===== src/camera_pkg.sv =====
// Camera pixel path shared definitions
// Sample, coordinate, count and pixel widths, the line buffer depth,
// the frame rate window and the capture FSM states
package camera_pkg;

  // ======================================
  // Widths
  // ======================================
  localparam int raw_width       = 12;                      // Sensor ADC bits
  localparam int coord_width     = 12;                      // Column / row index
  localparam int count_width     = 32;                      // Frame counters
  localparam int rgb_field_width = 5;                       // Kept bits per channel
  localparam int pixel_width     = 1 + 3 * rgb_field_width; // Zero bit plus RGB fields

  // Channel enable bits
  localparam int mask_width     = 3;
  localparam int mask_red_bit   = 2;
  localparam int mask_green_bit = 1;
  localparam int mask_blue_bit  = 0;

  // ======================================
  // Depths and windows
  // ======================================
  localparam int max_line_pixels    = 2048;  // Line buffer entries
  localparam int line_addr_width    = $clog2(max_line_pixels);
  localparam int rate_window_cycles = 4096;  // Pixel clocks per rate window
  localparam int rate_window_width  = $clog2(rate_window_cycles);

  // ======================================
  // Types
  // ======================================
  // One raw Bayer sample, also one demosaiced component
  typedef logic [raw_width-1:0] raw_t;

  typedef logic [coord_width-1:0] coord_t;  // Column or row index

  // Frame count or frame rate
  typedef logic [count_width-1:0] count_t;

  // Bit 15 zero, then red, green, blue fields
  typedef logic [pixel_width-1:0] rgb555_t;

  typedef logic [mask_width-1:0] channel_mask_t;  // Red, green, blue enables

  // Position inside the rate window
  typedef logic [rate_window_width-1:0] window_t;

  // Capture FSM
  typedef enum logic [1:0] {
    cap_idle,        // Waiting for the start switch
    cap_wait_frame,  // Armed, waiting for a frame start
    cap_active       // Frame being captured
  } capture_state_t;

endpackage


===== src/pixel_packer.sv =====
// RGB555 pixel packer
// Keeps the top bits of each channel, zeroes disabled channels and
// registers the 16-bit word with a leading zero bit
module pixel_packer
  import camera_pkg::*;
(
  input  logic          ccd_pixel_clk,
  input  logic          reset,
  input  raw_t          rgb_red,
  input  raw_t          rgb_green,
  input  raw_t          rgb_blue,
  input  logic          rgb_valid,
  input  channel_mask_t rgb_mask,
  output rgb555_t       pixel_data,
  output logic          pixel_valid
);

  logic [rgb_field_width-1:0] red_field;
  logic [rgb_field_width-1:0] green_field;
  logic [rgb_field_width-1:0] blue_field;

  // ======================================
  // Truncate and mask
  // ======================================
  assign red_field   = rgb_mask[mask_red_bit]
                       ? rgb_red[raw_width-1 -: rgb_field_width] : '0;
  assign green_field = rgb_mask[mask_green_bit]
                       ? rgb_green[raw_width-1 -: rgb_field_width] : '0;
  assign blue_field  = rgb_mask[mask_blue_bit]
                       ? rgb_blue[raw_width-1 -: rgb_field_width] : '0;

  // Output word
  always_ff @(posedge ccd_pixel_clk) begin
    if (rgb_valid) begin
      pixel_data <= {1'b0, red_field, green_field, blue_field};  // MSB always zero
    end
  end

  always_ff @(posedge ccd_pixel_clk) begin
    if (reset) begin
      pixel_valid <= 1'b0;
    end else begin
      pixel_valid <= rgb_valid;
    end
  end

endmodule


===== config.mk =====
export PLATFORM = sky130hd
export DESIGN_NAME = pixel_packer
export DESIGN_NICKNAME = d
export VERILOG_FILES = /design/src/camera_pkg.sv /design/src/pixel_packer.sv
export SDC_FILE = /design/constraint.sdc
export NUM_CORES = 1
export LEC_CHECK = 0
export ABC_AREA = 0
export BUFFER_PORTS_ARGS = -buffer_cell sky130_fd_sc_hd__buf_2
export CAP_MARGIN = 5
export CORE_ASPECT_RATIO = 1.4
export CORE_MARGIN = 2
export CORE_UTILIZATION = 30
export CTS_CLUSTER_SIZE = 14
export DETAILED_ROUTE_END_ITERATION = 7
export PLACE_DENSITY = 0.71
export SYNTH_ARGS = -nofsm -noshare
export SYNTH_HDL_FRONTEND = slang
export SYNTH_SLANG_ARGS = --single-unit

===== constraint.sdc =====
create_clock -name ccd_pixel_clk -period 0.8 [get_ports ccd_pixel_clk]
set_input_delay 0.16 -clock ccd_pixel_clk [delete_from_list [all_inputs] [get_ports ccd_pixel_clk]]
set_output_delay 0.16 -clock ccd_pixel_clk [all_outputs]
set_load 0.03 [all_outputs]

==> results.cfg, run 1 <==
[clocking]
ctsHoldBuffers = 0
cts_made_buffers = 3
clockBufferDepth = 2
htree_levels = 1
root_buffer = clkbuf_4
clkTransAtPathRegs_ns = 0.09
cts_tree = done
clock_sinks = 16

[timing]
drv_slew = 0
finalHoldViolations = 0
rsz0062_at_grt = yes
fmax_ghz = 0.997
whs_ns = 0.0127
layout_setup_ws_ns = -0.203
period_needed_ns = 1.00
setup_violations = 16
min_period_over_period_pct = 125

[flow_run]
maxCapViolations = 0

[routing]
vias = 388
viasPerCell = 4.17
routed_wl_um = 1060
drtAntennaViolNets = 0
routedWlPerCell_um = 11.4
drc_errors = 0
drtIter0Drc = 1
firstDrtPassIters = 2

[worst_setup_path]
cp.required_ns = 0.64
critPathMaxStageDelay_ns = 0.41
cp_top_family = flip-flops
path_class = reg -> out
critPathLaunchType = register
crit_arrival_ns = 0.84
cp_cell_sequence = buf_6
worst_setup_path_end_kind = output pin
cp_slowest_cell = edfxtp_1
cp.buffers_inverters = 1
cp.depth = 1
crit_fanout = 1

[min_path]
min_from = reset
hold_path_class = in -> reg
whs_endpoint = pixel_valid
hold-path-cell-count = 2

[placement]
place_ws_ns = -0.00870
port-buffer-count = 36
place_inst = 89
gp_congestion = 0.637

[power_and_ir_drop]
finalPower_mw = 1.89
ir_worst_vdd_v = 0.00112
p_leak_nw = 0.395
power_density_nw_per_um2 = 2060

[synth]
synthesis.nets = 76
synth_cell_types = 6
ys_ff_latch = 16
yosysTopAreaCellShare_pct = 77.4
synth_top_cell_by_area = edfxtp_1
synth-compound-area-share_pct = 0
post_synth_xor_area_fraction_pct = 0
synth_mux_area_share_pct = 0
synthCells = 34
synth_top_cells_by_area = edfxtp_1 77%, and2_1 16%, dfxtp_1 3.4%, buf_4 1.3%, nor2b_1 1.1%
syn_avg_cell_area_um2 = 17.1
syn-cell-area_um2 = 582
synth_simple_gate_area_share_pct = 17.2
synth_top_family_by_area = simple AND/OR/NAND/NOR gates
yosysSeqAreaShare_pct = 80.9
yosysWarnings = 0
synth_fa_ha_area_share_pct = 0

[final_layout]
layout-drive-gt1-share_pct = 56.2
layout_common_cells = 20 x buf_2, 16 x buf_6, 15 x and2_1, 15 x edfxtp_1, 3 x clkbuf_4
fillers = 170
layout_commonest_cell = buf_2
antennaDiodeCount = 0
nNetsFinal = 116
fin_cells = 93
areaGrowthSynthToFinish_pct = 57.6

[global_route]
grt_usage_pct = 10.4
overflow = 0
grt_pass1_wl_um = 1600
grt_max_degree = 17
antenna_found_initial = 0
first_global_vias = 395

[floorplan]
ios = 59
rows = 18
core_area_um2 = 1800
die_w_um = 41.2
initial_utilization_pct = 32.3
fp.dieH_um = 56.1
die-area_um2 = 2310

[outcome]
violations = negative setup slack
outcome = finished, violations left
==> cells in the mapped netlist, drive strengths merged <==
master  count
dfxtp       1
buf         1
conb        1
edfxtp     15
and2       15
nor2b       1
==> sequential cells by signal, indices dropped and copies added, names as in the netlist <==
signal	count
pixel_valid	1
pixel_data	15
==> worst max path at each step <==
stage / slack [ns] / end / startpoint
2_1_floorplan: 0.14 / pixel_data[0] / pixel_data[0]
3_3_place_gp: 0.0004 / pixel_data[1] / rgb_valid
3_5_place_dp: -0.009 / pixel_data[2] / rgb_valid
4_1_cts: -0.22 / pixel_data[14] / pixel_data[14]
5_1_grt: -0.24 / pixel_data[14] / pixel_data[14]
6_report: -0.20 / pixel_data[14] / pixel_data[14]
==> logic make-up after synthesis <==
family                 after synthesis
other                                1
DFF                                 16
buffers and inverters                1
and+or+nand+nor                     16
==> final cells by class <==
class	instances	area (µm²)	area share, %
flip-flops and latches	16	472	51.4
repair buffers	36	280	30.6
multi-input cells	17	104	11.3
clock buffers	4	36.3	3.96
well taps	20	25.0	2.73
==> through the flow <==
stage	util (%)	TNS (ns)	cell area (µm²)
floorplan	-	0	582
global route	50.9	-3.38	917
detailed placement	43.3	-0.125	779
global placement	43.3	0	779
CTS	50.9	-2.94	917
finish	50.9	-2.77	917
==> power by group <==
part | internal, mW | switching, mW
sequential | 0.987 | 0.0283
combinational | 0.167 | 0.193
clock | 0.277 | 0.237
total | 1.43 | 0.459
==> per-layer routing <==
layer / global-route usage, % / vias up / routed length, µm
met5: 0 / - / 0
met4: 9.68 / 0 / 27
met3: 1.20 / 2 / 67
met2: 16.7 / 15 / 604
met1: 10.3 / 179 / 359
li1: - / 192 / -
==> what timing repair did <==
action | in CTS | in global routing
gates resized for setup | 33 | 0
endpoints found under the setup margin | 16 | 16
setup buffers | 0 | 0
Power figures use the tool's default switching activity.
==> run 2: changes to the inputs <==
--- a/config.mk
+++ b/config.mk
@@ -5,15 +5,16 @@
 export SDC_FILE = /design/constraint.sdc
 export NUM_CORES = 1
 export LEC_CHECK = 0
-export ABC_AREA = 0
+export ABC_AREA = 1
 export BUFFER_PORTS_ARGS = -buffer_cell sky130_fd_sc_hd__buf_2
 export CAP_MARGIN = 5
 export CORE_ASPECT_RATIO = 1.4
 export CORE_MARGIN = 2
-export CORE_UTILIZATION = 30
+export CORE_UTILIZATION = 31
+export CTS_CLUSTER_DIAMETER = 60
 export CTS_CLUSTER_SIZE = 14
 export DETAILED_ROUTE_END_ITERATION = 7
-export PLACE_DENSITY = 0.71
+export PLACE_DENSITY = 0.72
 export SYNTH_ARGS = -nofsm -noshare
 export SYNTH_HDL_FRONTEND = slang
 export SYNTH_SLANG_ARGS = --single-unit
==> results.cfg, run 2 <==
[outcome]
outcome = finished, violations left
violations = negative setup slack

[global_route]
overflow = 0
first_global_vias = 414
grt_max_degree = 17
grt_usage_pct = 10.8
antenna_found_initial = 0
grt_pass1_wl_um = 1640

[final_layout]
layout-drive-gt1-share_pct = 45.6
nNetsFinal = 133
fin_area_um2 = 947
top_regs = pixel_data: 15 flops, pixel_valid: 1 flops
fillers = 166
largest_reg_flops = 15
largest-register = pixel_data
layout_common_cells = 20 x buf_2, 16 x inv_1, 16 x buf_6
areaGrowthSynthToFinish_pct = 57.4
layout_commonest_cell = buf_2
fin_cells = 110
antennaDiodeCount = 0
utilization_pct = 52.6

[synth]
synth_top_cells_by_area = edfxtp_1 75%, inv_1 10%, nand2_1 9.4%, dfxtp_1 3.3%, buf_4 1.2%
synth_cell_types = 7
async_flop_share_pct = 0
yosysTopAreaCellShare_pct = 74.8
ys.flop_type = edfxtp_1
synthCells = 50
yosysSeqAreaShare_pct = 78.2
synth_edf_count = 15
synthesis.nets = 92
synth_top_cell_by_area = edfxtp_1
ys_ff_latch = 16
yosysWarnings = 0
synth.most_common_cell = inv_1
ys_top_cells_by_count = 16 x inv_1, 15 x edfxtp_1, 15 x nand2_1
syn_avg_cell_area_um2 = 12.0
syn-cell-area_um2 = 602

[timing]
drv_slew = 0
fmax_ghz = 0.993
layout_setup_ws_ns = -0.207
period_needed_ns = 1.01
setup_violations = 16
finalHoldViolations = 0
min_period_over_period_pct = 126
rsz0062_at_grt = yes
whs_ns = 0.0174
setup_tns_ns = -2.83

[worst_setup_path]
cp_slowest_cell = edfxtp_1
worst_setup_path_end_kind = output pin
cp_top_family = flip-flops
critPathMaxStageDelay_ns = 0.41
cp_cell_sequence = buf_6
crit_arrival_ns = 0.85
critPathLaunchType = register
path_class = reg -> out
crit_fanout = 1
cp.required_ns = 0.64
cp.buffers_inverters = 1

[floorplan]
ios = 59
die-area_um2 = 2320
rows = 18
die_w_um = 41.2
initial_utilization_pct = 33.4
fp.dieH_um = 56.1
core_area_um2 = 1800

[clocking]
clockBufferDepth = 2
ctsHoldBuffers = 0
root_buffer = clkbuf_4
clock_sinks = 16
clkTransAtPathRegs_ns = 0.09
htree_levels = 1
cts_made_buffers = 3
cts_tree = done

[power_and_ir_drop]
power_density_nw_per_um2 = 1930
finalPower_mw = 1.82
ir_worst_vdd_v = 0.00107
p_leak_nw = 0.514

[routing]
vias = 434
drc_errors = 0
routed_wl_um = 1060
viasPerCell = 3.95
firstDrtPassIters = 2
drtAntennaViolNets = 0
routedWlPerCell_um = 9.65
drtIter0Drc = 1

[placement]
port-buffer-count = 36
place_ws_ns = 0.0814
dp_hpwl_um = 878
place_area_um2 = 820
gp_congestion = 0.582
place_inst = 106

[min_path]
min_from = reset
whs_endpoint = pixel_valid
hold_path_class = in -> reg
hold-path-cell-count = 2

[flow_run]
maxCapViolations = 0
==> run 2: cell types whose count changed in the layout (fill, tap and decap cells not counted), sizes merged <==
cell | previous run | this run
and2 | 15 | 0
inv | 0 | 16
buf | 36 | 37
nor2b | 1 | 0
nand2 | 0 | 15
nor2 | 0 | 1
==> run 2: what timing repair did <==
item,in CTS,in global routing
endpoints found under the setup margin,16,16
resized for setup,33,0
setup buffers,0,0
gates cloned,0,0
pin swaps,0,0
==> run 2: kinds of logic after synthesis <==
| logic type | count (synthesis) | share of synthesized area, % |
|---|---|---|
| buffers and inverters | 17 | 11.2 |
| flip-flops | 16 | 78.2 |
| other | 1 | 0.623 |
| AND/OR/NAND/NOR | 16 | 9.98 |
==> run 2: routing by layer <==
layer,track usage (%),wire length (µm),vias to the layer above
li1,-,-,225
met1,9.09,295,187
met2,18.8,661,20
met3,2.80,90,2
met4,8.29,14,0
met5,0,0,-
==> run 2: layout make-up <==
type	instances	area, µm²	area share (%)
inverter	16	60.1	6.34
sequential	16	472	49.8
clock buffer	4	26.3	2.77
timing repair buffer	37	300	31.7
multi-input combinational	17	63.8	6.74
tap	20	25.0	2.64
==> run 2: how the worst max path moves through the flow <==
stage	from	to	slack, ns	depth (start not counted)
floorplan	pixel_data[0]	pixel_data[0]	0.14	0
global placement	rgb_valid	pixel_data[10]	0.1	2
detailed placement	pixel_data[6]	pixel_data[6]	0.08	1
CTS	pixel_data[6]	pixel_data[6]	-0.23	1
global route	pixel_data[7]	pixel_data[7]	-0.24	1
finish	pixel_data[7]	pixel_data[7]	-0.21	1
==> run 2: report_power, final <==
part	switching (mW)	internal, mW	leakage, nW
registers	0.0292	0.987	0.153
logic	0.207	0.171	0.346
clock network	0.237	0.193	0.0150
total	0.473	1.35	0.514
==> run 3: changes to the inputs <==
==> constraint.sdc (replaced) <==
create_clock -name ccd_pixel_clk -period 0.8 [get_ports ccd_pixel_clk]
set_input_delay 0.16 -clock ccd_pixel_clk [delete_from_list [all_inputs] [get_ports ccd_pixel_clk]]
set_output_delay 0.16 -clock ccd_pixel_clk [all_outputs]
set_load 0.02 [all_outputs]
==> results.cfg, run 3 (synthesized netlist as in run 2, its figures left out) <==
[outcome]
outcome = finished, violations left
violations = negative setup slack

[routing]
vias = 434
drtIter0Drc = 1
firstDrtPassIters = 2
viasPerCell = 3.95
drtAntennaViolNets = 0
routed_wl_um = 1060
drc_errors = 0
routedWlPerCell_um = 9.64

[global_route]
grt_pass1_wl_um = 1650
grt_usage_pct = 10.9
antenna_found_initial = 0
first_global_vias = 411
overflow = 0
grt_max_degree = 17

[timing]
whs_ns = 0.0174
setup_violations = 16
setup_tns_ns = -2.70
fmax_ghz = 1.00
layout_setup_ws_ns = -0.199
period_needed_ns = 0.999
min_period_over_period_pct = 125
rsz0062_at_grt = yes
drv_slew = 0
finalHoldViolations = 0

[worst_setup_path]
path_class = reg -> out
crit_fanout = 1
cp_cell_sequence = buf_6
cp_slowest_cell = edfxtp_1
critPathLaunchType = register
cp.required_ns = 0.64
critPathMaxStageDelay_ns = 0.41
worst_setup_path_end_kind = output pin
cp_top_family = flip-flops
cp.buffers_inverters = 1
cp-startpoint = pixel_data[7]
crit_arrival_ns = 0.84

[placement]
port-buffer-count = 36
dp_hpwl_um = 878
gp_congestion = 0.582

[final_layout]
utilization_pct = 52.2
areaGrowthSynthToFinish_pct = 56.3
layout_commonest_cell = buf_2
antennaDiodeCount = 0
largest_reg_flops = 15
layout_common_cells = 21 x buf_2, 16 x inv_1, 15 x nand2_1, 15 x buf_6, 15 x edfxtp_1
nNetsFinal = 133
top_regs = pixel_data: 15 flops, pixel_valid: 1 flops
largest-register = pixel_data
layout-drive-gt1-share_pct = 45.6

[floorplan]
fp.dieH_um = 56.1
core_area_um2 = 1800
ios = 59
die_w_um = 41.2
initial_utilization_pct = 33.4
die-area_um2 = 2320
rows = 18

[power_and_ir_drop]
p_leak_nw = 0.512
power_density_nw_per_um2 = 1880
finalPower_mw = 1.77
ir_worst_vdd_v = 0.00106

[min_path]
hold_path_class = in -> reg
min_from = reset

[clocking]
clockBufferDepth = 2
root_buffer = clkbuf_4
clkTransAtPathRegs_ns = 0.09
cts_tree = done
htree_levels = 1
clock_sinks = 16
cts_made_buffers = 3

[flow_run]
maxCapViolations = 0
-- run 3: cell count changes in the layout (fill, tap and decap cells not counted) --
| cell | change |
|---|---|
| buf_2 | +1 |
| buf_6 | -1 |
-- run 3: per-layer routing --
metal	up-vias	wire [µm]	global-route usage (%)
met2	20	660	18.8
li1	225	-	-
met3	2	90	2.80
met1	187	294	9.35
met5	-	0	0
met4	0	14	8.29
-- run 3: area by class of cell --
class	count	area, µm²
Sequential cell	16	472
Clock buffer	4	26.3
Fill cell	168	861
Tap cell	20	25.0
Multi-Input combinational cell	17	63.8
Timing Repair Buffer	37	294
Inverter	16	60.1
-- run 3: power breakdown --
group	switching, mW	leakage [nW]	internal [mW]
clock	0.237	0.0150	0.193
sequential	0.0282	0.153	0.987
combinational	0.158	0.344	0.165
-- run 3: stage by stage --
stage	instances	setup slack, ns	area (µm²)
2_1_floorplan	50	0.191	602
3_3_place_gp	106	0.0973	820
3_5_place_dp	106	0.0912	820
4_1_cts	110	-0.221	866
5_1_grt	110	-0.235	941
6_report	110	-0.199	941
-- run 3: worst paths after layout --
| kind | endpoint | depth (start not counted) |
|---|---|---|
| worst min-delay path | pixel_valid | 2 |
| worst max-delay path | pixel_data[7] | 1 |
-- run 3: what timing repair did --
item                       in CTS  in global routing
setup endpoints to repair      16                 16
hold buffers                    0                  0
gates resized for setup         7                 24
setup buffers                   0                  0
