`src/camera_pkg.sv`:
```
// Camera pixel path shared definitions
// Sample, coordinate, count and pixel widths, the line buffer depth,
// the frame rate window and the capture FSM states
package camera_pkg;

  // ======================================
  // Widths
  // ======================================
  localparam int raw_width       = 12;                      // Sensor ADC bits
  localparam int coord_width     = 12;                      // Column / row index
  localparam int count_width     = 32;                      // Frame counters
  localparam int rgb_field_width = 5;                       // Kept bits per channel
  localparam int pixel_width     = 1 + 3 * rgb_field_width; // Zero bit plus RGB fields

  // Channel enable bits
  localparam int mask_width     = 3;
  localparam int mask_red_bit   = 2;
  localparam int mask_green_bit = 1;
  localparam int mask_blue_bit  = 0;

  // ======================================
  // Depths and windows
  // ======================================
  localparam int max_line_pixels    = 2048;  // Line buffer entries
  localparam int line_addr_width    = $clog2(max_line_pixels);
  localparam int rate_window_cycles = 4096;  // Pixel clocks per rate window
  localparam int rate_window_width  = $clog2(rate_window_cycles);

  // ======================================
  // Types
  // ======================================
  // One raw Bayer sample, also one demosaiced component
  typedef logic [raw_width-1:0] raw_t;

  typedef logic [coord_width-1:0] coord_t;  // Column or row index

  // Frame count or frame rate
  typedef logic [count_width-1:0] count_t;

  // Bit 15 zero, then red, green, blue fields
  typedef logic [pixel_width-1:0] rgb555_t;

  typedef logic [mask_width-1:0] channel_mask_t;  // Red, green, blue enables

  // Position inside the rate window
  typedef logic [rate_window_width-1:0] window_t;

  // Capture FSM
  typedef enum logic [1:0] {
    cap_idle,        // Waiting for the start switch
    cap_wait_frame,  // Armed, waiting for a frame start
    cap_active       // Frame being captured
  } capture_state_t;

endpackage

```
`src/frame_rate_meter.sv`:
```
// Frame rate meter
// Counts frame done pulses over a fixed window of pixel clocks,
// publishes the count at each window wrap and toggles a pulse output
module frame_rate_meter
  import camera_pkg::*;
(
  input  logic   ccd_pixel_clk,
  input  logic   reset,
  input  logic   frame_done,
  output count_t frame_rate,
  output logic   rate_pulse
);

  window_t window_cnt;  // Pixel clocks into the window
  count_t  frame_acc;   // Frames seen so far in the window
  logic    window_wrap;

  assign window_wrap = (window_cnt == window_t'(rate_window_cycles - 1));

  // ======================================
  // Window timer
  // ======================================
  always_ff @(posedge ccd_pixel_clk) begin
    if (reset) begin
      window_cnt <= '0;
      rate_pulse <= 1'b0;
    end else if (window_wrap) begin
      window_cnt <= '0;
      rate_pulse <= ~rate_pulse;  // One edge per window
    end else begin
      window_cnt <= window_cnt + window_t'(1);
    end
  end

  // Frame accumulation, last cycle's pulse still counts
  always_ff @(posedge ccd_pixel_clk) begin
    if (reset) begin
      frame_acc  <= '0;
      frame_rate <= '0;
    end else if (window_wrap) begin
      frame_rate <= frame_acc + count_t'(frame_done);
      frame_acc  <= '0;
    end else begin
      frame_acc <= frame_acc + count_t'(frame_done);
    end
  end

endmodule

```
`config.mk`:
```
export PLATFORM = sky130hd
export DESIGN_NAME = frame_rate_meter
export DESIGN_NICKNAME = d
export VERILOG_FILES = /design/src/camera_pkg.sv /design/src/frame_rate_meter.sv
export SDC_FILE = /design/constraint.sdc
export NUM_CORES = 1
export LEC_CHECK = 0
export BUFFER_PORTS_ARGS = -buffer_cell sky130_fd_sc_hd__buf_2
export CAP_MARGIN = 10
export CORE_ASPECT_RATIO = 0.9
export CORE_UTILIZATION = 43
export DETAILED_ROUTE_END_ITERATION = 6
export GPL_TIMING_DRIVEN = 1
export PLACE_DENSITY = 0.6
export SLEW_MARGIN = 20
export SYNTH_ARGS = -nofsm -noshare
export SYNTH_HDL_FRONTEND = slang
export SYNTH_SLANG_ARGS = --single-unit
```
`constraint.sdc`:
```
create_clock -name ccd_pixel_clk -period 2.3 [get_ports ccd_pixel_clk]
set_clock_uncertainty 0.1 [all_clocks]
set_input_delay 0.115 -clock ccd_pixel_clk [delete_from_list [all_inputs] [get_ports ccd_pixel_clk]]
set_output_delay 0.115 -clock ccd_pixel_clk [all_outputs]
set_load 0.03 [all_outputs]
```
==> metrics.md, run 1 <==
| Metric | Value |
|---|---|
| Outcome | `finished, final reports clean` |
| Worst hold path endpoint | `frame_acc[0]` |
| CP startpoint kind | `register` |
| Layout area overhead | `16.7%` |
| Ranking of synthesized cells by area | `dfxtp_1, xor2_1, nor2_1, o2bb2ai_1, o2bb2ai_2` |
| Leading area contributor after synthesis | `dfxtp_1` |
| Worst slack, placed | `roughly 0.18 ns` |
| Sum of negative setup slack | `0 ns` |
| Share of post-route cells with drive strength above 1 | `0.224` |
| Critical-path cell list | `ha_1 -> ha_1 -> nand2_1 -> nor4_2 -> nand4_1 -> xor2_1 -> o2bb2ai_1` |
| P_leak | `approximately 1.4 nW` |
| Post-synthesis net count | `between 300 and 400` |
| Max cap viols | `0` |
| Commonest non-fill, non-tap cell in the layout | `dfxtp_1` |
| DRC violations left | `0` |
| Worst path bufs/invs | `0` |
| Least-Margin Pin Slew | `0.801 ns` |
| Slowest CP cell | `nor4_2` |
| Post-DP Area | `3330 um^2` |
| Area of the multi-input gates | `between 1000 and 1500 um^2` |
| Final wirelength | `5780 um` |
| Reg2reg path depth | `7` |
| Largest stage delay on the critical path | `approximately 0.44 ns` |
| Final slew viol count | `0` |
| Fmax achieved | `around 480 MHz` |
| Max IR drop VDD | `between 400 and 500 uV` |
| # port buffers | `35` |
| Filler Cell Count | `approximately 660` |
| Mapped cell area | `3070 um^2` |
| Final setup viols | `0` |
| CTS tree | `yes` |
| Crit path arrival time | `roughly 2.2 ns` |
| Crit end category | `register` |
| Synth top area share | `0.503` |
| Row count | `28` |
| Largest net degree at the start of global routing | `a little over 40` |
| Syn. warnings | `0` |
| Setup slack, reg-to-reg | `~0.24 ns` |
| Grt ovf | `0` |
| Reg area | `around 1500 um^2` |
| Post-synthesis register bit count | `77` |
| Antenna violations before repair | `0` |
| CTS Sinks | `between 70 and 80` |
| Unrepaired setup endpoints after global routing | `no` |
| Critical Path RT | `2.44 ns` |
| Final nets | `~350` |
| Final Instance Area | `around 3600 um^2` |
| DR iter-0 viols | `between 100 and 150` |
| Final Hold Fails | `0` |
| Post-synthesis sequential area ratio | `0.503` |
| Clk_lat worst skew | `0.36 ns` |
| Routability cong. | `between 0.8 and 0.9` |
| Syn Inst Count | `301` |
| CP delay by family, top | `simple AND/OR/NAND/NOR gates` |
| Vias | `~2200` |
| N_diodes | `0` |
| Pwr/cell area | `~710 nW/um^2` |
| Vias in the first global route | `just over 2000` |
| Placed wire-length estimate | `approximately 4000 um` |
| Clk slew on worst S/H paths | `~0.070 ns` |
| DRT Pass-1 Iters | `4` |
| Worst setup margin | `approximately 0.24 ns` |
| Reg2reg start | `frame_acc[0]` |
| Crit path max fanout | `6` |
| Synthesized area per cell | `slightly above 10 um^2` |
| Hold Path Stages | `4` |
| I/O pins | `36` |
| Post-synth cell types | `30` |
| Core area | `between 6000 and 7000 um^2` |
| Wire length per cell | `13.3 um` |
| Hold Slack | `0.0683 ns` |
| Root Driver | `clkbuf_8` |
| H-tree Lvls | `3` |
| CTS Buffer Depth | `2` |
| GRT Total Usage | `0.171` |
| Crit share post-route | `0.897` |
| Post-CTS Setup Bufs | `0` |
| Worst rel slew slack | `0.465` |
| Routed vias/inst | `5.13` |
| CTS buffer count | `9` |
| CP most frequent cell | `ha_1` |
| Die ar. | `between 7000 and 8000 um^2` |
| Chip Height | `82.1 um` |
| Die width | `a little over 90 um` |
| Tmin final | `2.06 ns` |
| Starting density of the core | `0.456` |
| Most frequent cells in the layout | `dfxtp_1, nor2_1, buf_2` |
| Final ANT Viol Nets | `0` |
| First-pass GRT wire length | `9710 um` |
| HP Start | `frame_done` |
| Worst r2r dst | `frame_rate[26]` |
| HP Class | `input port to register` |
| CP Class | `register to register` |
[where the power goes]
group	switching, W	internal (W)	total, W
Sequential	0.00000815	0.00134	0.00135
Combinational	0.0000358	0.0000202	0.0000560
Clock	0.000470	0.000667	0.00114
[registers in the layout, indices dropped and copies added (netlist names)]
signal	flops
window_cnt	12
rate_pulse	1
frame_rate	32
frame_acc	32
[tightest hold or removal path, stage by stage]
cell	delay, ns
buf_2	0.11
ha_1	0.13
inv_1	0.05
nor2_1	0.08
[stage by stage]
step,util,std cells,power [W]
after floorplan,-,301,0.00142
final,0.532,434,0.00254
after detailed placement,0.494,417,0.00144
after CTS,0.529,434,0.00258
after global placement,0.494,417,0.00144
after global routing,0.532,434,0.00263
[how the worst max path moves through the flow]
| stage | start | endpoint | slack [ns] | cells after the start |
|---|---|---|---|---|
| finish | frame_acc[0] | frame_rate[26] | 0.24 | 7 |
| global route | frame_acc[0] | frame_rate[26] | 0.02 | 7 |
| CTS | frame_acc[0] | frame_rate[26] | 0.16 | 7 |
| detailed placement | frame_acc[0] | frame_rate[26] | 0.18 | 7 |
| global placement | frame_acc[0] | frame_rate[12] | 0.21 | 7 |
| floorplan | frame_acc[0] | frame_rate[26] | 0.46 | 7 |
[per-layer routing]
layer | GRT usage | share of wire
met5 | 0 | 0
met4 | 0.0873 | 0.017
met3 | 0.0559 | 0.047
met2 | 0.242 | 0.41
met1 | 0.233 | 0.52
[layout make-up]
type / count / area share
clock inverter: 4 / 0.0196
timing repair buffer: 40 / 0.0671
multi-input combinational: 206 / 0.403
sequential: 77 / 0.431
inverter: 5 / 0.00524
clock buffer: 12 / 0.0433
tap: 90 / 0.0315
[cell families after synthesis]
| group | share of synthesized area |
|---|---|
| compound gates | 0.115 |
| xor+xnor | 0.114 |
| fa+ha+maj | 0.0163 |
| buf+inv | 0.0343 |
| flops | 0.503 |
| simple gates | 0.217 |
[Yosys cell counts]
| library cell | count |
|---|---|
| o2bb2ai_1 | 22 |
| and4_4 | 1 |
| dfxtp_1 | 77 |
| nand4_2 | 1 |
| buf_2 | 6 |
| and4_1 | 1 |
| nand2_1 | 16 |
| o2bb2ai_2 | 10 |
| or2_2 | 1 |
| buf_6 | 4 |
| or3_2 | 1 |
| and3_2 | 1 |
| xnor2_1 | 10 |
| and4_2 | 1 |
| nor4_4 | 1 |
| and3_1 | 4 |
| ha_1 | 4 |
| nor4_1 | 8 |
| nor2_1 | 54 |
| clkbuf_1 | 3 |
| nand3_1 | 15 |
| nand4_1 | 15 |
| nand4_4 | 2 |
| a21oi_1 | 1 |
| or3_1 | 1 |
| and2_1 | 1 |
| inv_1 | 5 |
| nor3_1 | 4 |
| o21ai_0 | 1 |
| xor2_1 | 30 |
[what timing repair did]
action                                 4_1_cts  5_1_grt
gates resized for setup                      0        3
hold buffers                                 1        0
endpoints found under the hold margin        4        0
setup endpoints to repair                    0       11
No activity file was read; power rests on OpenSTA's default activity.
==> inputs of run 2 (changes only) <==
--- a/config.mk
+++ b/config.mk
@@ -8,9 +8,11 @@
 export BUFFER_PORTS_ARGS = -buffer_cell sky130_fd_sc_hd__buf_2
 export CAP_MARGIN = 10
+export CELL_PAD_IN_SITES_DETAIL_PLACEMENT = 1
+export CELL_PAD_IN_SITES_GLOBAL_PLACEMENT = 2
 export CORE_ASPECT_RATIO = 0.9
-export CORE_UTILIZATION = 43
+export CORE_UTILIZATION = 37
 export DETAILED_ROUTE_END_ITERATION = 6
 export GPL_TIMING_DRIVEN = 1
-export PLACE_DENSITY = 0.6
+export PLACE_DENSITY = 0.77
 export SLEW_MARGIN = 20
 export SYNTH_ARGS = -nofsm -noshare
==> constraint.sdc (replaced) <==
create_clock -name ccd_pixel_clk -period 2.32 [get_ports ccd_pixel_clk]
set_clock_uncertainty 0.1 [all_clocks]
set_input_delay 0.58 -clock ccd_pixel_clk [delete_from_list [all_inputs] [get_ports ccd_pixel_clk]]
set_output_delay 0.58 -clock ccd_pixel_clk [all_outputs]
set_load 0.03 [all_outputs]
==> metrics.md, run 2 (synthesis results as in run 1) <==
| Metric | Value |
|---|---|
| Final nets | `between 300 and 400` |
| Most frequent cells in the layout | `dfxtp_1, nor2_1, buf_2` |
| Sw Pwr | `about 0.00050 W` |
| Power Internal | `roughly 0.0018 W` |
| Vias | `~2300` |
| Post-cts resize count | `0` |
| Routed vias/inst | `about 5.1` |
| CP Class | `register to register` |
| Crit share post-route | `0.896` |
| Largest net degree at the start of global routing | `41` |
| Crit path arrival time | `approximately 2.3 ns` |
| Top flop regs | `frame_acc: 32 flops, frame_rate: 32 flops, window_cnt: 12 flops` |
| Routability cong. | `around 0.8` |
| Critical Path RT | `~2.5 ns` |
| P_leak | `approximately 1.4 nW` |
| Max IR drop VDD | `317 uV` |
| Final setup viols | `0` |
| Post-DP Area | `3380 um^2` |
| Failing checks | `DRC` |
| DR iter-0 viols | `between 70 and 80` |
| Crit end category | `register` |
| Outcome | `finished with violations` |
| Starting density of the core | `0.382` |
| Filler Cell Count | `a little over 900` |
| Fmax achieved | `between 400 and 500 MHz` |
| Least-Margin Pin Slew | `about 0.86 ns` |
| Slowest CP cell | `nor2_2` |
| Clk_lat worst skew | `approximately 0.34 ns` |
| Core area | `between 8000 and 9000 um^2` |
| Die width | `98.0 um` |
| Unrepaired setup endpoints after global routing | `no` |
| Clk slew on worst S/H paths | `0.07 ns` |
| Max cap viols | `0` |
| Die ar. | `8660 um^2` |
| Tmin final | `~2.1 ns` |
| Vias in the first global route | `roughly 2300` |
| Final ANT Viol Nets | `0` |
| Critical-path cell list | `ha_1 -> nand4_4 -> nor2_1 -> nor2_2 -> buf_12 -> o2bb2ai_1` |
| Post-CTS Hold Buffers | `0` |
| Placed wire-length estimate | `roughly 4900 um` |
| Seq pwr share | `0.586` |
| Final Hold Fails | `0` |
| N_diodes | `0` |
| Grt ovf | `0` |
| First-pass GRT wire length | `roughly 11000 um` |
| Final core area utilization | `0.442` |
| I/O pins | `36` |
| CTS tree | `yes` |
| Final wirelength | `around 6800 um` |
| CP startpoint kind | `register` |
| Chip Height | `between 80 and 90 um` |
| HP Class | `register to register` |
| DRT Pass-1 Iters | `6` |
| Final slew viol count | `0` |
| Logic gate share of total power | `0.025` |
| Pwr/cell area | `approximately 640 nW/um^2` |
| GRT Total Usage | `0.173` |
| CTS buffer count | `9` |
| CTS Sinks | `77` |
| Switching share of power | `0.219` |
| H-tree Lvls | `3` |
| Worst slack, placed | `-0.0253 ns` |
| Row count | `31` |
| Worst rel slew slack | `0.425` |
| DRC violations left | `2` |
| CTS Buffer Depth | `2` |
| Largest stage delay on the critical path | `between 0.6 and 0.7 ns` |
| Worst setup margin | `around 0.24 ns` |
| # port buffers | `35` |
| Sum of negative setup slack | `0 ns` |
| Share of post-route cells with drive strength above 1 | `0.225` |
| Wire length per cell | `15.2 um` |
| Crit path max fanout | `18` |
| Antenna violations before repair | `0` |
| Final Instance Area | `between 3000 and 4000 um^2` |
| Post-CTS Setup Bufs | `0` |
| Root Driver | `clkbuf_8` |
| Clk pwr share | `0.389` |
| Layout area overhead | `15.7%` |
| Commonest non-fill, non-tap cell in the layout | `dfxtp_1` |
-- run 2: cell count changes in the layout (fill, tap and decap cells not counted) --
cell / before / now
nor4_2: 3 / 0
nor4_1: 5 / 8
bufinv_16: 2 / 0
dlygate4sd3_1: 1 / 0
buf_4: 2 / 8
-- run 2: path summary, 6_finish.rpt --
kind	cells past startpoint	slack [ns]	endpoint	start
hold reg to reg	1	0.36	frame_rate[13]	frame_rate[13]
setup reg to reg	6	0.24	frame_rate[4]	window_cnt[0]
setup / recovery	6	0.24	frame_rate[4]	window_cnt[0]
hold / removal	1	0.36	frame_rate[13]	frame_rate[13]
-- run 2: power groups by stage --
stage	clock (W)	sequential, W	combinational (W)
floorplan	0	0.00137	0.0000378
global placement	0	0.00137	0.0000590
detailed placement	0	0.00137	0.0000600
CTS	0.000922	0.00134	0.0000605
global route	0.000976	0.00134	0.0000660
finish	0.000888	0.00134	0.0000576
-- run 2: routing by layer --
metal | up-vias | GRT usage | wire length, um
met5 | - | 0 | 0
met4 | 0 | 0.0661 | 103
met3 | 10 | 0.0458 | 225
met2 | 36 | 0.278 | 3030
met1 | 1089 | 0.225 | 3420
li1 | 1136 | - | -
-- run 2: layout make-up --
| type | instances | area [um^2] | area share |
|---|---|---|---|
| clock inverter | 2 | 10.0 | 0.00282 |
| inverter | 5 | 18.8 | 0.00529 |
| sequential | 77 | 1540 | 0.435 |
| timing repair buffer | 45 | 275 | 0.0776 |
| clock buffer | 12 | 155 | 0.0437 |
| multi-input combinational | 206 | 1420 | 0.401 |
| tap | 99 | 124 | 0.0349 |
-- run 2: stage by stage --
step,total power (W),cells,hold slack (ns)
2_1_floorplan,0.00140,301,0.337
3_3_place_gp,0.00143,432,0.339
3_5_place_dp,0.00143,432,0.341
4_1_cts,0.00232,446,0.364
5_1_grt,0.00238,446,0.381
6_report,0.00228,446,0.358
-- run 2: worst max-delay path, delay by kind of cell (launching register included) --
| kind | cells | cell delay (ns) |
|---|---|---|
| and+or+nand+nor | 3 | 0.87 |
| AOI/OAI and AO/OA | 1 | 0.13 |
| DFF | 1 | 0.35 |
| buffers and inverters | 1 | 0.25 |
| adders and majority gates | 1 | 0.29 |
==> inputs of run 3 (changes only) <==
Settings changed: PLACE_DENSITY 0.77 to not set, PLACE_DENSITY_LB_ADDON set to 0.1.
==> metrics.md, run 3 (synthesis results as in run 1) <==
| Metric | Value |
|---|---|
| Final setup viols | `0` |
| Largest net degree at the start of global routing | `between 40 and 50` |
| Sum of negative setup slack | `0 ns` |
| DR iter-0 viols | `73` |
| Worst path bufs/invs | `0` |
| Placed wire-length estimate | `around 4800 um` |
| Clk_lat worst skew | `around 0.35 ns` |
| Row count | `31` |
| Crit path max fanout | `6` |
| Slowest CP cell | `nor4_1` |
| Vias in the first global route | `2338` |
| CTS tree | `yes` |
| Tmin final | `roughly 2.1 ns` |
| CTS buffer count | `9` |
| Final Instance Area | `3630 um^2` |
| Post-cts resize count | `0` |
| Failing checks | `DRC` |
| Overall power | `around 0.0026 W` |
| Final ANT Viol Nets | `0` |
| Die ar. | `around 8700 um^2` |
| Crit end category | `register` |
| Final Hold Fails | `0` |
| Starting density of the core | `0.382` |
| Final core area utilization | `0.452` |
| Post-CTS Setup Bufs | `0` |
| Unrepaired setup endpoints after global routing | `no` |
| CP most frequent cell | `ha_1` |
| Clk slew on worst S/H paths | `~0.080 ns` |
| Chip Height | `around 90 um` |
| Power Internal | `around 0.0021 W` |
| Pwr/cell area | `slightly above 700 nW/um^2` |
| Layout area overhead | `18.2%` |
| Most frequent cells in the layout | `dfxtp_1, nor2_1, buf_2` |
| Wire length per cell | `15.1 um` |
| Top flop regs | `frame_acc: 32 flops, frame_rate: 32 flops, window_cnt: 12 flops` |
| Switching share of power | `0.202` |
| CP Class | `register to register` |
| GRT Total Usage | `0.176` |
| P_leak | `1.42 nW` |
| DRT Pass-1 Iters | `6` |
| Critical-path cell list | `ha_1 -> ha_1 -> nand2_1 -> nor4_1 -> nand4_1 -> xor2_1 -> o2bb2ai_1` |
| Final nets | `351` |
| CTS Buffer Depth | `2` |
| Post-DP Area | `3380 um^2` |
| CP startpoint kind | `register` |
| Max cap viols | `0` |
| Die width | `between 90 and 100 um` |
| Vias | `between 2000 and 2500` |
| Routability cong. | `about 0.81` |
| First-pass GRT wire length | `~12000 um` |
| Crit share post-route | `0.892` |
| Routed vias/inst | `slightly above 5` |
| Crit path arrival time | `approximately 2.2 ns` |
| Largest stage delay on the critical path | `around 0.48 ns` |
| Post-CTS Hold Buffers | `0` |
| Core area | `between 8000 and 9000 um^2` |
| Antenna violations before repair | `0` |
| Max IR drop VDD | `282 uV` |
| CP delay by family, top | `simple AND/OR/NAND/NOR gates` |
| DRC violations left | `1` |
| # port buffers | `35` |
| CTS Sinks | `77` |
| Logic gate share of total power | `0.022` |
| Final wirelength | `~6800 um` |
| Fmax achieved | `roughly 480 MHz` |
| I/O pins | `36` |
| Root Driver | `clkbuf_8` |
| Commonest non-fill, non-tap cell in the layout | `dfxtp_1` |
| Least-Margin Pin Slew | `0.840 ns` |
| Critical Path RT | `approximately 2.5 ns` |
| Outcome | `finished with violations` |
| N_diodes | `0` |
| H-tree Lvls | `3` |
| Final slew viol count | `0` |
| Worst rel slew slack | `0.439` |
| Grt ovf | `0` |
| HP Class | `register to register` |
| Seq pwr share | `0.515` |
| Clk pwr share | `0.462` |
| Sw Pwr | `approximately 0.00052 W` |
| Share of post-route cells with drive strength above 1 | `0.232` |
-- run 3: cell count changes in the layout (fill, tap and decap cells not counted) --
cell       delta
clkbuf_1      -1
clkinv_2      -1
bufinv_16     +2
clkbuf_8      +2
-- run 3: layout make-up --
type / instances / area, um^2
Clock buffer: 13 / 179
Clock inverter: 3 / 65.1
Fill cell: 928 / 4400
Inverter: 5 / 18.8
Multi-Input combinational cell: 206 / 1420
Sequential cell: 77 / 1540
Tap cell: 99 / 124
Timing Repair Buffer: 45 / 275
-- run 3: per-layer routing --
metal	GRT usage	up-vias	share of wire
li1	-	1145	-
met1	0.232	1085	0.51
met2	0.273	42	0.43
met3	0.0442	11	0.037
met4	0.0868	0	0.018
met5	0	-	0
-- run 3: power by group through the flow --
stage	Sequential, W	Combinational, W	Clock (W)
global route	0.00134	0.0000661	0.00129
detailed placement	0.00137	0.0000594	0
floorplan	0.00137	0.0000378	0
CTS	0.00134	0.0000594	0.00124
global placement	0.00137	0.0000594	0
finish	0.00134	0.0000579	0.00120
-- run 3: metrics by stage --
step                std cells  setup WS, ns  hold slack, ns
floorplan                 301         0.217           0.337
global placement          432        0.0336           0.338
detailed placement        432       -0.0742           0.341
CTS                       448         0.238           0.366
global route              448        0.0254           0.382
finish                    448         0.250           0.363
-- run 3: final timing paths --
check / cells past startpoint / end / slack, ns / start
worst max-delay path: 7 / frame_rate[28] / 0.25 / frame_acc[0]
worst min-delay path: 1 / frame_rate[13] / 0.36 / frame_rate[13]
worst max register to register: 7 / frame_rate[28] / 0.25 / frame_acc[0]
worst min register to register: 1 / frame_rate[13] / 0.36 / frame_rate[13]
