### config.mk
export PLATFORM = sky130hd
export DESIGN_NAME = ccd_capture
export DESIGN_NICKNAME = d
export VERILOG_FILES = /design/src/camera_pkg.sv /design/src/ccd_capture.sv
export SDC_FILE = /design/constraint.sdc
export NUM_CORES = 1
export LEC_CHECK = 0
export ABC_AREA = 1
export BUFFER_PORTS_ARGS = -buffer_cell sky130_fd_sc_hd__buf_2
export CORE_AREA = 2 2 140 142
export CTS_CLUSTER_DIAMETER = 120
export DETAILED_ROUTE_END_ITERATION = 10
export DIE_AREA = 0 0 142 144
export PLACE_DENSITY = 0.4
export SETUP_SLACK_MARGIN = 0.02
export SLEW_MARGIN = 20
export SYNTH_ARGS = -nofsm -noshare
export SYNTH_HDL_FRONTEND = slang
export SYNTH_SLANG_ARGS = --single-unit
### constraint.sdc
create_clock -name ccd_pixel_clk -period 2.5 [get_ports ccd_pixel_clk]
set_clock_uncertainty 0.05 [all_clocks]
set_input_delay 0.125 -clock ccd_pixel_clk [delete_from_list [all_inputs] [get_ports ccd_pixel_clk]]
set_output_delay 0.125 -clock ccd_pixel_clk [all_outputs]
set_load 0.02 [all_outputs]
### src/camera_pkg.sv
// Camera pixel path shared definitions
// Sample, coordinate, count and pixel widths, the line buffer depth,
// the frame rate window and the capture FSM states
package camera_pkg;

  // ======================================
  // Widths
  // ======================================
  localparam int raw_width       = 12;                      // Sensor ADC bits
  localparam int coord_width     = 12;                      // Column / row index
  localparam int count_width     = 32;                      // Frame counters
  localparam int rgb_field_width = 5;                       // Kept bits per channel
  localparam int pixel_width     = 1 + 3 * rgb_field_width; // Zero bit plus RGB fields

  // Channel enable bits
  localparam int mask_width     = 3;
  localparam int mask_red_bit   = 2;
  localparam int mask_green_bit = 1;
  localparam int mask_blue_bit  = 0;

  // ======================================
  // Depths and windows
  // ======================================
  localparam int max_line_pixels    = 2048;  // Line buffer entries
  localparam int line_addr_width    = $clog2(max_line_pixels);
  localparam int rate_window_cycles = 4096;  // Pixel clocks per rate window
  localparam int rate_window_width  = $clog2(rate_window_cycles);

  // ======================================
  // Types
  // ======================================
  // One raw Bayer sample, also one demosaiced component
  typedef logic [raw_width-1:0] raw_t;

  typedef logic [coord_width-1:0] coord_t;  // Column or row index

  // Frame count or frame rate
  typedef logic [count_width-1:0] count_t;

  // Bit 15 zero, then red, green, blue fields
  typedef logic [pixel_width-1:0] rgb555_t;

  typedef logic [mask_width-1:0] channel_mask_t;  // Red, green, blue enables

  // Position inside the rate window
  typedef logic [rate_window_width-1:0] window_t;

  // Capture FSM
  typedef enum logic [1:0] {
    cap_idle,        // Waiting for the start switch
    cap_wait_frame,  // Armed, waiting for a frame start
    cap_active       // Frame being captured
  } capture_state_t;

endpackage

### src/ccd_capture.sv
// Sensor capture front end
// Registers the raw sample and its frame / line strobes, runs the
// start/stop FSM and produces the capture stream with column and row
// indices, plus a frame done pulse and a running frame count
module ccd_capture
  import camera_pkg::*;
(
  input  logic   ccd_pixel_clk,
  input  logic   reset,
  input  raw_t   sensor_data,
  input  logic   frame_valid,
  input  logic   line_valid,
  input  logic   capture_start,
  output raw_t   capt_data,
  output logic   capt_valid,
  output coord_t capt_x,
  output coord_t capt_y,
  output logic   frame_done,
  output count_t frame_count
);

  raw_t           data_r;          // Registered pin data
  logic           fval_r, lval_r;  // Registered strobes
  logic           fval_d, lval_d;  // One cycle older, for edges
  logic           fval_rise, fval_fall, lval_fall;
  logic           frame_start;
  logic           sample;
  capture_state_t state;
  coord_t         col_cnt, row_cnt;
  coord_t         col_now, row_now;

  // ======================================
  // Input register stage
  // ======================================
  always_ff @(posedge ccd_pixel_clk) begin
    data_r <= sensor_data;
    if (reset) begin
      fval_r <= 1'b0;
      lval_r <= 1'b0;
      fval_d <= 1'b0;
      lval_d <= 1'b0;
    end else begin
      fval_r <= frame_valid;
      lval_r <= line_valid;
      fval_d <= fval_r;
      lval_d <= lval_r;
    end
  end

  assign fval_rise = fval_r & ~fval_d;
  assign fval_fall = ~fval_r & fval_d;
  assign lval_fall = ~lval_r & lval_d;

  // First cycle of a captured frame, state still cap_wait_frame
  assign frame_start = (state == cap_wait_frame) && fval_rise;
  assign sample      = fval_r && lval_r && ((state == cap_active) || frame_start);

  // Counters restart on the frame's first cycle
  assign col_now = frame_start ? '0 : col_cnt;
  assign row_now = frame_start ? '0 : row_cnt;

  // ======================================
  // Capture FSM
  // ======================================
  always_ff @(posedge ccd_pixel_clk) begin
    if (reset) begin
      state <= cap_idle;
    end else begin
      case (state)
        cap_idle:       if (capture_start) state <= cap_wait_frame;
        cap_wait_frame: if (fval_rise) state <= cap_active;
        cap_active: begin
          if (fval_fall) begin  // Frame over, re-arm only if still enabled
            state <= capture_start ? cap_wait_frame : cap_idle;
          end
        end
        default:        state <= cap_idle;
      endcase
    end
  end

  // Column, row and stream registers
  always_ff @(posedge ccd_pixel_clk) begin
    if (sample) begin
      capt_data <= data_r;
    end
    if (reset) begin
      col_cnt    <= '0;
      row_cnt    <= '0;
      capt_x     <= '0;
      capt_y     <= '0;
      capt_valid <= 1'b0;
    end else begin
      capt_valid <= sample;
      if (sample) begin
        capt_x  <= col_now;
        capt_y  <= row_now;
        col_cnt <= col_now + coord_t'(1);
      end else if (lval_fall || frame_start) begin
        col_cnt <= '0;  // New line
      end
      if (frame_start) begin
        row_cnt <= '0;
      end else if ((state == cap_active) && lval_fall) begin
        row_cnt <= row_cnt + coord_t'(1);
      end
    end
  end

  // Frame done pulse and frame counter
  always_ff @(posedge ccd_pixel_clk) begin
    if (reset) begin
      frame_done  <= 1'b0;
      frame_count <= '0;
    end else begin
      frame_done <= (state == cap_active) && fval_fall;
      if (frame_done) frame_count <= frame_count + count_t'(1);  // One cycle after the pulse
    end
  end

  // Stream only flows while a frame is being captured
  a_valid_in_frame : assert property (@(posedge ccd_pixel_clk) disable iff (reset)
    capt_valid |-> (state == cap_active));

endmodule

==> flow_metrics.env, run 1 <==
export IMPL_status="finished, final reports clean"
export IMPL_diodes=0
export IMPL_ys_ff_latch=112
export IMPL_crit_path_start_kind="register"
export IMPL_synth_edf_count=12
export IMPL_min_from="sensor_data[4]"
export IMPL_die_height_um=144
export IMPL_synth_nets=616
export IMPL_reg2reg_slack_ns=0.55
export IMPL_power_density_nw_per_um2=594
export IMPL_maxCapViolCount=0
export IMPL_globalRouteTotalUtil=0.119
export IMPL_fmax_mhz=512
export IMPL_crit_type="reg2reg"
export IMPL_post_route_period_util=0.781
export IMPL_synth_avg_cell_area_um2=7.81
export IMPL_end_kind="register"
export IMPL_hold_violations=0
export IMPL_final_cell_mix="nand2_1, dfxtp_1, nor2_1"
export IMPL_hold_class="in2reg"
export IMPL_via_per_inst=4.45
export IMPL_ctsLongestPathBuffers=2
export IMPL_layout_drive_gt1_share=0.186
export IMPL_cp_startpoint="fval_r"
export IMPL_setup_viol=0
export IMPL_fin_util=0.302
export IMPL_core_area_um2=19100
export IMPL_drc=0
export IMPL_clkSlewWorstSetupHoldPaths_ns=0.08
export IMPL_final_common_cell="nand2_1"
export IMPL_fin_crit_ns=1.95
export IMPL_post_cts_buffers=0
export IMPL_crit_chain="inv_1 > nor2_1 > nand2_4 > inv_2 > nor2_1 > ha_1 > nand4_1 > nor2_1 > nand3b_1 > nand3_1 > a21oi_1"
export IMPL_crit_path_max_incr_delay_ns=0.30
export IMPL_async_flop_share=0
export IMPL_holdWs_ns=0.345
export IMPL_root_buffer="clkbuf_16"
export IMPL_p_clk_frac=0.423
export IMPL_relSlewSlack=0.665
export IMPL_finalWirelength_mm=11.8
export IMPL_peakVddDrop_mv=0.326
export IMPL_place_gp_congestion=0.815
export IMPL_rows=51
export IMPL_cts_tree="yes"
export IMPL_crit_path_max_fanout=18
export IMPL_mappedNetlistArea_um2=4650
export IMPL_seq_area_frac_synth=0.508
export IMPL_cts_resized=0
export IMPL_crit_required_ns=2.69
export IMPL_die_area_um2=20400
export IMPL_nets=718
export IMPL_routedWlPerCell_um=12.6
export IMPL_antenna_found_initial=0
export IMPL_slew_viol_final=0
export IMPL_gr_total_overflow=0
export IMPL_path_common_cell="nor2_1"
export IMPL_grt_pass1_wl_mm=19.3
export IMPL_h_tree_depth=3
export IMPL_finalSetupTns_ns=0
export IMPL_p_sw_w=0.000831
export IMPL_p_int_w=0.00259
export IMPL_swShare=0.243
export IMPL_cp_data_arrival_time_ns=2.14
export IMPL_initial_core_util=0.244
export IMPL_pwr_share_seq=0.539
export IMPL_syn2layout_area_growth_pct=24.0
export IMPL_num_vias=4185
export IMPL_netlist_instances=596
export IMPL_cts_buffers=9
export IMPL_tightest_slew_ns=0.499
export IMPL_first_pass_iters=4
export IMPL_cts_sinks=112
export IMPL_detail_route_antenna_nets=0
export IMPL_synth_flop_cell="dfxtp_1"
export IMPL_p_comb_frac=0.038
export IMPL_ys_warn_count=0
export IMPL_grt_pass1_vias=3877
export IMPL_grt_max_degree=52
export IMPL_rsz0062_at_grt="false"
export IMPL_p_leak_nw=2.31
export IMPL_dp_hpwl_mm=8.61
export IMPL_portBuffers=86
export IMPL_drt_iter0_markers=234
export IMPL_critPathSlowestCell="dfxtp_1"
export IMPL_clkLatencyLatePin_ns=0.36
export IMPL_ioPinCount=87
export IMPL_die_w_um=142
export IMPL_ys_types=38
export IMPL_worstReg2RegStart="fval_r"
[synth_stat cells, drive strengths merged (4+ instances only)]
master	instances	area share
o21a	4	0.0065
xor2	9	0.017
nand3	34	0.038
inv	63	0.051
buf	9	0.014
nand2	122	0.10
nor3	21	0.026
nand4	14	0.019
a211oi	5	0.0081
a21oi	48	0.052
nor2	105	0.094
edfxtp	12	0.077
o21ai	27	0.030
dfxtp	100	0.43
clkbuf	5	0.0040
[metal layers]
layer  GRT usage  wire length (um)  vias up
li1            -                 -     2147
met1       0.156              5670     1960
met2       0.192              5560       68
met3      0.0215               409       10
met4      0.0526               206        0
met5           0                 0        -
[metrics by stage]
stage / instance area, um^2 / cells / setup slack [ns] / power (W)
6_report: 5770 / 941 / 0.548 / 0.00342
5_1_grt: 5770 / 941 / 0.210 / 0.00357
4_1_cts: 5770 / 941 / 0.523 / 0.00349
3_5_place_dp: 5320 / 909 / 0.526 / 0.00200
3_3_place_gp: 5320 / 909 / 0.610 / 0.00200
2_1_floorplan: 4650 / 596 / 0.771 / 0.00196
[state kept, by name, indices dropped and copies added, names as in the netlist]
register and count:
frame_count 32, capt_data 12, capt_x 12, capt_y 12
col_cnt 12, data_r 12, row_cnt 12, state 2
capt_valid 1, frame_done 1, fval_d 1, fval_r 1
lval_d 1, lval_r 1
[power groups by stage]
stage               Clock [W]  Combinational, W  Sequential, W
floorplan                   0         0.0000630        0.00190
CTS                   0.00151          0.000133        0.00185
finish                0.00145          0.000130        0.00185
global placement            0          0.000112        0.00189
detailed placement          0          0.000114        0.00189
global route          0.00157          0.000146        0.00185
[cells by family after synthesis]
group                    share of synthesized area
AND/OR/NAND/NOR                              0.288
flip-flops                                   0.508
AO/OA/AOI/OAI                                0.103
buffers and inverters                       0.0707
XOR/XNOR                                    0.0226
adder cells (fa/ha/maj)                    0.00807
[worst max-delay path, delay by kind of cell, from the launching register on]
kind / cells / cell delay [ns]
fa+ha+maj: 1 / 0.20
buf+inv: 2 / 0.26
flops: 1 / 0.30
simple gates: 7 / 0.95
compound gates: 1 / 0.07
[timing repair]
action | in CTS | in global routing
hold endpoints to repair | 16 | 0
hold buffers | 16 | 0
setup endpoints to repair | 0 | 0
[worst paths after layout]
kind / endpoint / cells after the start
max reg2reg: col_cnt[10] / 11
min reg2reg: capt_data[2] / 0
max: col_cnt[10] / 11
min: data_r[4] / 2
[cell type report]
cell class,count,area (um^2)
Clock buffer,10,229
Clock inverter,6,60.1
Fill cell,2061,13300
Inverter,64,245
Multi-Input combinational cell,406,1960
Sequential cell,112,2360
Tap cell,238,298
Timing Repair Buffer,105,613
Power figures use the tool's default switching activity.
==> run 2: changes to the inputs <==
--- a/config.mk
+++ b/config.mk
@@ -5,12 +5,12 @@
 export SDC_FILE = /design/constraint.sdc
 export NUM_CORES = 1
 export LEC_CHECK = 0
-export ABC_AREA = 1
+export ABC_AREA = 0
 export BUFFER_PORTS_ARGS = -buffer_cell sky130_fd_sc_hd__buf_2
-export CORE_AREA = 2 2 140 142
+export CORE_AREA = 2 2 134 136
 export CTS_CLUSTER_DIAMETER = 120
 export DETAILED_ROUTE_END_ITERATION = 10
-export DIE_AREA = 0 0 142 144
+export DIE_AREA = 0 0 136 138
 export PLACE_DENSITY = 0.4
 export SETUP_SLACK_MARGIN = 0.02
 export SLEW_MARGIN = 20
==> constraint.sdc (replaced) <==
create_clock -name ccd_pixel_clk -period 2.01 [get_ports ccd_pixel_clk]
set_clock_uncertainty 0.05 [all_clocks]
set_input_delay 0.1005 -clock ccd_pixel_clk [delete_from_list [all_inputs] [get_ports ccd_pixel_clk]]
set_output_delay 0.1005 -clock ccd_pixel_clk [all_outputs]
set_load 0.02 [all_outputs]
==> flow_metrics.env, run 2 <==
export IMPL_status="finished, final reports clean"
export IMPL_nets=596
export IMPL_ctsLongestPathBuffers=2
export IMPL_synth_avg_cell_area_um2=9.30
export IMPL_slew_viol_final=0
export IMPL_cts_sinks=112
export IMPL_maxCapViolCount=0
export IMPL_relSlewSlack=0.683
export IMPL_grt_max_degree=60
export IMPL_synth_nets=478
export IMPL_netlist_top_cells_count="dfxtp_1, nor2_1, nand2_1, nand3_1, a21oi_1"
export IMPL_finalWirelength_mm=10.5
export IMPL_dp_hpwl_mm=7.24
export IMPL_rows=49
export IMPL_hold_violations=0
export IMPL_fin_crit_ns=1.91
export IMPL_ioPinCount=87
export IMPL_die_height_um=138
export IMPL_detail_route_antenna_nets=0
export IMPL_cp_data_arrival_time_ns=2.14
export IMPL_initial_core_util=0.243
export IMPL_crit_path_max_fanout=18
export IMPL_layout_drive_gt1_share=0.241
export IMPL_grt_pass1_vias=3370
export IMPL_fin_area_um2=5630
export IMPL_rsz0062_at_grt="true"
export IMPL_ys_types=41
export IMPL_die_area_um2=18800
export IMPL_die_w_um=136
export IMPL_first_pass_iters=4
export IMPL_drt_iter0_markers=104
export IMPL_dpl_cell_area_um2=5100
export IMPL_setup_viol=0
export IMPL_crit_required_ns=2.24
export IMPL_synth_edf_count=12
export IMPL_synth_flop_cell="dfxtp_1"
export IMPL_place_gp_congestion=0.827
export IMPL_clkSlewWorstSetupHoldPaths_ns=0.07
export IMPL_p_leak_nw=2.22
export IMPL_seq_area_frac_synth=0.555
export IMPL_via_per_inst=4.43
export IMPL_hold_class="in2reg"
export IMPL_gr_total_overflow=0
export IMPL_synth_area_leaders="dfxtp_1, edfxtp_1, xor2_1, nand3_1, nor2_1"
export IMPL_fmax_mhz=524
export IMPL_crit_type="reg2reg"
export IMPL_post_route_period_util=0.950
export IMPL_antenna_found_initial=0
export IMPL_ys_ff_latch=112
export IMPL_final_cell_mix="dfxtp_1, buf_2, nor2_1"
export IMPL_finalPower_w=0.00431
export IMPL_fin_util=0.321
export IMPL_mappedNetlistArea_um2=4260
export IMPL_diodes=0
export IMPL_syn2layout_area_growth_pct=32.3
export IMPL_grt_pass1_wl_mm=17.4
export IMPL_final_common_cell="dfxtp_1"
export IMPL_ys_warn_count=0
export IMPL_clkLatencyLatePin_ns=0.35
export IMPL_crit_path_start_kind="register"
export IMPL_synth_most_common_cell="dfxtp_1"
export IMPL_drc=0
export IMPL_root_buffer="clkbuf_16"
export IMPL_cts_tree="yes"
export IMPL_peakVddDrop_mv=0.407
export IMPL_tightest_slew_ns=0.473
export IMPL_portBuffers=86
export IMPL_synth_top_area_frac=0.470
export IMPL_dp_cells=777
export IMPL_h_tree_depth=3
export IMPL_end_kind="register"
export IMPL_synth_largest_area_cell="dfxtp_1"
export IMPL_core_area_um2=17500
export IMPL_largest_reg_flops=32
export IMPL_largest_register="frame_count"
export IMPL_power_density_nw_per_um2=765
export IMPL_routedWlPerCell_um=13.0
export IMPL_holdWs_ns=0.105
export IMPL_cts_buffers=9
export IMPL_globalRouteTotalUtil=0.115
export IMPL_stdcell_count=810
export IMPL_num_vias=3587
export IMPL_async_flop_share=0
export IMPL_netlist_instances=458
==> run 2: final timing paths <==
check / startpoint / slack [ns] / cells after the start / end
min: reset / 0.10 / 2 / capt_x[8]
max: state[0] / 0.10 / 6 / capt_x[10]
max reg2reg: state[0] / 0.10 / 6 / capt_x[10]
min reg2reg: data_r[10] / 0.35 / 0 / capt_data[10]
==> run 2: layout make-up <==
class / count / area, um^2
clock buffer: 11 / 254
clock inverter: 5 / 60.1
fill: 1865 / 11900
inverter: 8 / 30.0
multi-input combinational: 319 / 1830
sequential: 112 / 2360
tap: 229 / 287
timing repair buffer: 126 / 811
==> run 2: critical path, stage by stage (launching register included) <==
cell,delay (ns)
dfxtp_1,0.41
or3b_2,0.52
a21o_2,0.28
inv_2,0.14
clkbuf_16,0.21
nand3_1,0.10
a21oi_1,0.13
==> run 2: kinds of logic after synthesis <==
group / share of synthesized area
mux: 0.00235
flops: 0.555
fa+ha+maj: 0.00882
buf+inv: 0.0247
compound gates: 0.0858
xor+xnor: 0.0761
simple gates: 0.247
==> run 2: report_power, final <==
part	internal, W	switching, W	total [W]
Sequential	0.00228	0.0000108	0.00229
Clock	0.00105	0.000836	0.00189
Combinational	0.0000620	0.0000743	0.000136
Total	0.00339	0.000921	0.00431
==> run 2: routing by layer <==
layer / up-vias / global-route usage / part of all wire
met4: 0 / 0.0428 / 0.014
met1: 1670 / 0.155 / 0.49
met3: 10 / 0.0268 / 0.054
met2: 89 / 0.179 / 0.45
met5: - / 0 / 0
li1: 1818 / - / -
==> run 2: through the flow <==
stage | setup WS, ns | setup TNS [ns]
CTS | 0.0377 | 0
detailed placement | 0.0512 | 0
finish | 0.100 | 0
global placement | 0.127 | 0
floorplan | 0.0427 | 0
global route | -0.0166 | -0.0166
==> run 2: timing repair <==
| action | 4_1_cts | 5_1_grt |
|---|---|---|
| buffers inserted | 0 | 1 |
| gates resized for setup | 0 | 9 |
| endpoints found under the hold margin | 15 | 0 |
| setup endpoints to repair | 0 | 7 |
| hold buffers | 15 | 0 |
==> run 3: changes to the inputs <==
--- a/config.mk
+++ b/config.mk
@@ -12,6 +12,7 @@
 export DETAILED_ROUTE_END_ITERATION = 10
 export DIE_AREA = 0 0 136 138
 export PLACE_DENSITY = 0.4
+export RECOVER_POWER = 100
 export SETUP_SLACK_MARGIN = 0.02
 export SLEW_MARGIN = 20
 export SYNTH_ARGS = -nofsm -noshare
==> flow_metrics.env, run 3 (synthesis gave the netlist of run 2 again) <==
export IMPL_status="finished, final reports clean"
export IMPL_globalRouteTotalUtil=0.115
export IMPL_dp_hpwl_mm=7.24
export IMPL_reg2reg_slack_ns=0.11
export IMPL_relSlewSlack=0.682
export IMPL_crit_required_ns=2.24
export IMPL_power_density_nw_per_um2=780
export IMPL_num_vias=3578
export IMPL_nets=596
export IMPL_r2r_end="capt_x[10]"
export IMPL_clkLatencyLatePin_ns=0.35
export IMPL_hold_class="in2reg"
export IMPL_grt_max_degree=60
export IMPL_clkSlewWorstSetupHoldPaths_ns=0.07
export IMPL_layout_drive_gt1_share=0.112
export IMPL_cp_data_arrival_time_ns=2.13
export IMPL_largest_register="frame_count"
export IMPL_setup_viol=0
export IMPL_p_leak_nw=1.91
export IMPL_rows=49
export IMPL_first_pass_iters=4
export IMPL_rsz0062_at_grt="true"
export IMPL_reg2regPathDepth=6
export IMPL_core_area_um2=17500
export IMPL_pre_cts_slack_ns=0.0512
export IMPL_worstReg2RegStart="state[0]"
export IMPL_ioPinCount=87
export IMPL_crit_path_start_kind="register"
export IMPL_root_buffer="clkbuf_16"
export IMPL_fin_crit_ns=1.90
export IMPL_post_route_period_util=0.946
export IMPL_fin_area_um2=5520
export IMPL_die_w_um=136
export IMPL_syn2layout_area_growth_pct=29.7
export IMPL_fmax_mhz=526
export IMPL_cts_buffers=9
export IMPL_finalWirelength_mm=10.5
export IMPL_hold_path_cell_count=2
export IMPL_tightest_slew_ns=0.477
export IMPL_worst_slack_ns=0.109
export IMPL_drt_iter0_markers=104
export IMPL_die_area_um2=18800
export IMPL_hold_violations=0
export IMPL_routedWlPerCell_um=12.9
export IMPL_dpl_cell_area_um2=5100
export IMPL_portBuffers=86
export IMPL_min_from="reset"
export IMPL_final_cell_mix="dfxtp_1, clkbuf_1, nor2_1"
export IMPL_cts_sinks=112
export IMPL_grt_pass1_vias=3370
export IMPL_min_to="capt_x[8]"
export IMPL_maxCapViolCount=0
export IMPL_largest_reg_flops=32
export IMPL_end_kind="register"
export IMPL_h_tree_depth=3
export IMPL_drc=0
export IMPL_place_gp_congestion=0.827
export IMPL_finalSetupTns_ns=0
export IMPL_detail_route_antenna_nets=0
export IMPL_holdWs_ns=0.102
export IMPL_crit_type="reg2reg"
export IMPL_grt_pass1_wl_mm=17.4
export IMPL_gr_total_overflow=0
export IMPL_cts_tree="yes"
export IMPL_via_per_inst=4.42
export IMPL_antenna_found_initial=0
export IMPL_crit_path_max_fanout=18
export IMPL_peakVddDrop_mv=0.407
export IMPL_slew_viol_final=0
export IMPL_diodes=0
export IMPL_die_height_um=138
export IMPL_final_common_cell="dfxtp_1"
export IMPL_ctsLongestPathBuffers=2
export IMPL_initial_core_util=0.243
[run 3: critical path, stage by stage (launching register included)]
cell and delay [ns]:
dfxtp_1 0.41, or3b_2 0.52, a21o_2 0.28, inv_2 0.13, clkbuf_16 0.21, nand3_1 0.11
a21oi_1 0.13
[run 3: metrics by stage]
stage / utilization / total power, W / std cells
after floorplan: - / 0.00240 / 458
after global placement: 0.291 / 0.00245 / 777
after detailed placement: 0.291 / 0.00245 / 777
after CTS: 0.317 / 0.00440 / 808
after global routing: 0.315 / 0.00450 / 810
final: 0.315 / 0.00431 / 810
[run 3: worst max-delay path by stage]
stage / start / end / slack (ns) / depth (start not counted)
after floorplan: frame_count[5] / frame_count[31] / 0.04 / 5
after global placement: fval_d / col_cnt[8] / 0.13 / 8
after detailed placement: state[1] / col_cnt[8] / 0.05 / 8
after CTS: state[1] / col_cnt[8] / 0.04 / 8
after global routing: state[0] / col_cnt[2] / -0.02 / 7
final: state[0] / capt_x[10] / 0.11 / 6
[run 3: cell type report]
class	instances	area [um^2]
Multi-Input combinational cell	319	1830
Fill cell	1904	12000
Clock buffer	11	254
Timing Repair Buffer	126	699
Clock inverter	5	60.1
Tap cell	229	287
Inverter	8	30.0
Sequential cell	112	2360
[run 3: layer usage]
layer	vias to the layer above	GRT usage	wire length (um)
li1	1820	-	-
met1	1665	0.155	5140
met2	83	0.179	4640
met3	10	0.0268	569
met4	0	0.0428	140
met5	-	0	0
[run 3: where the power goes]
part / internal [W] / switching, W / leakage (nW) / total [W]
Sequential: 0.00228 / 0.0000108 / 0.919 / 0.00229
Clock: 0.00105 / 0.000835 / 0.152 / 0.00189
Combinational: 0.0000586 / 0.0000741 / 0.840 / 0.000133
Total: 0.00339 / 0.000920 / 1.91 / 0.00431
[run 3: what timing repair did]
| item | CTS | global route |
|---|---|---|
| hold buffers | 15 | 0 |
| gates resized for setup | 0 | 9 |
| buffers inserted | 0 | 1 |
| hold endpoints to repair | 15 | 0 |
| setup endpoints to repair | 0 | 7 |
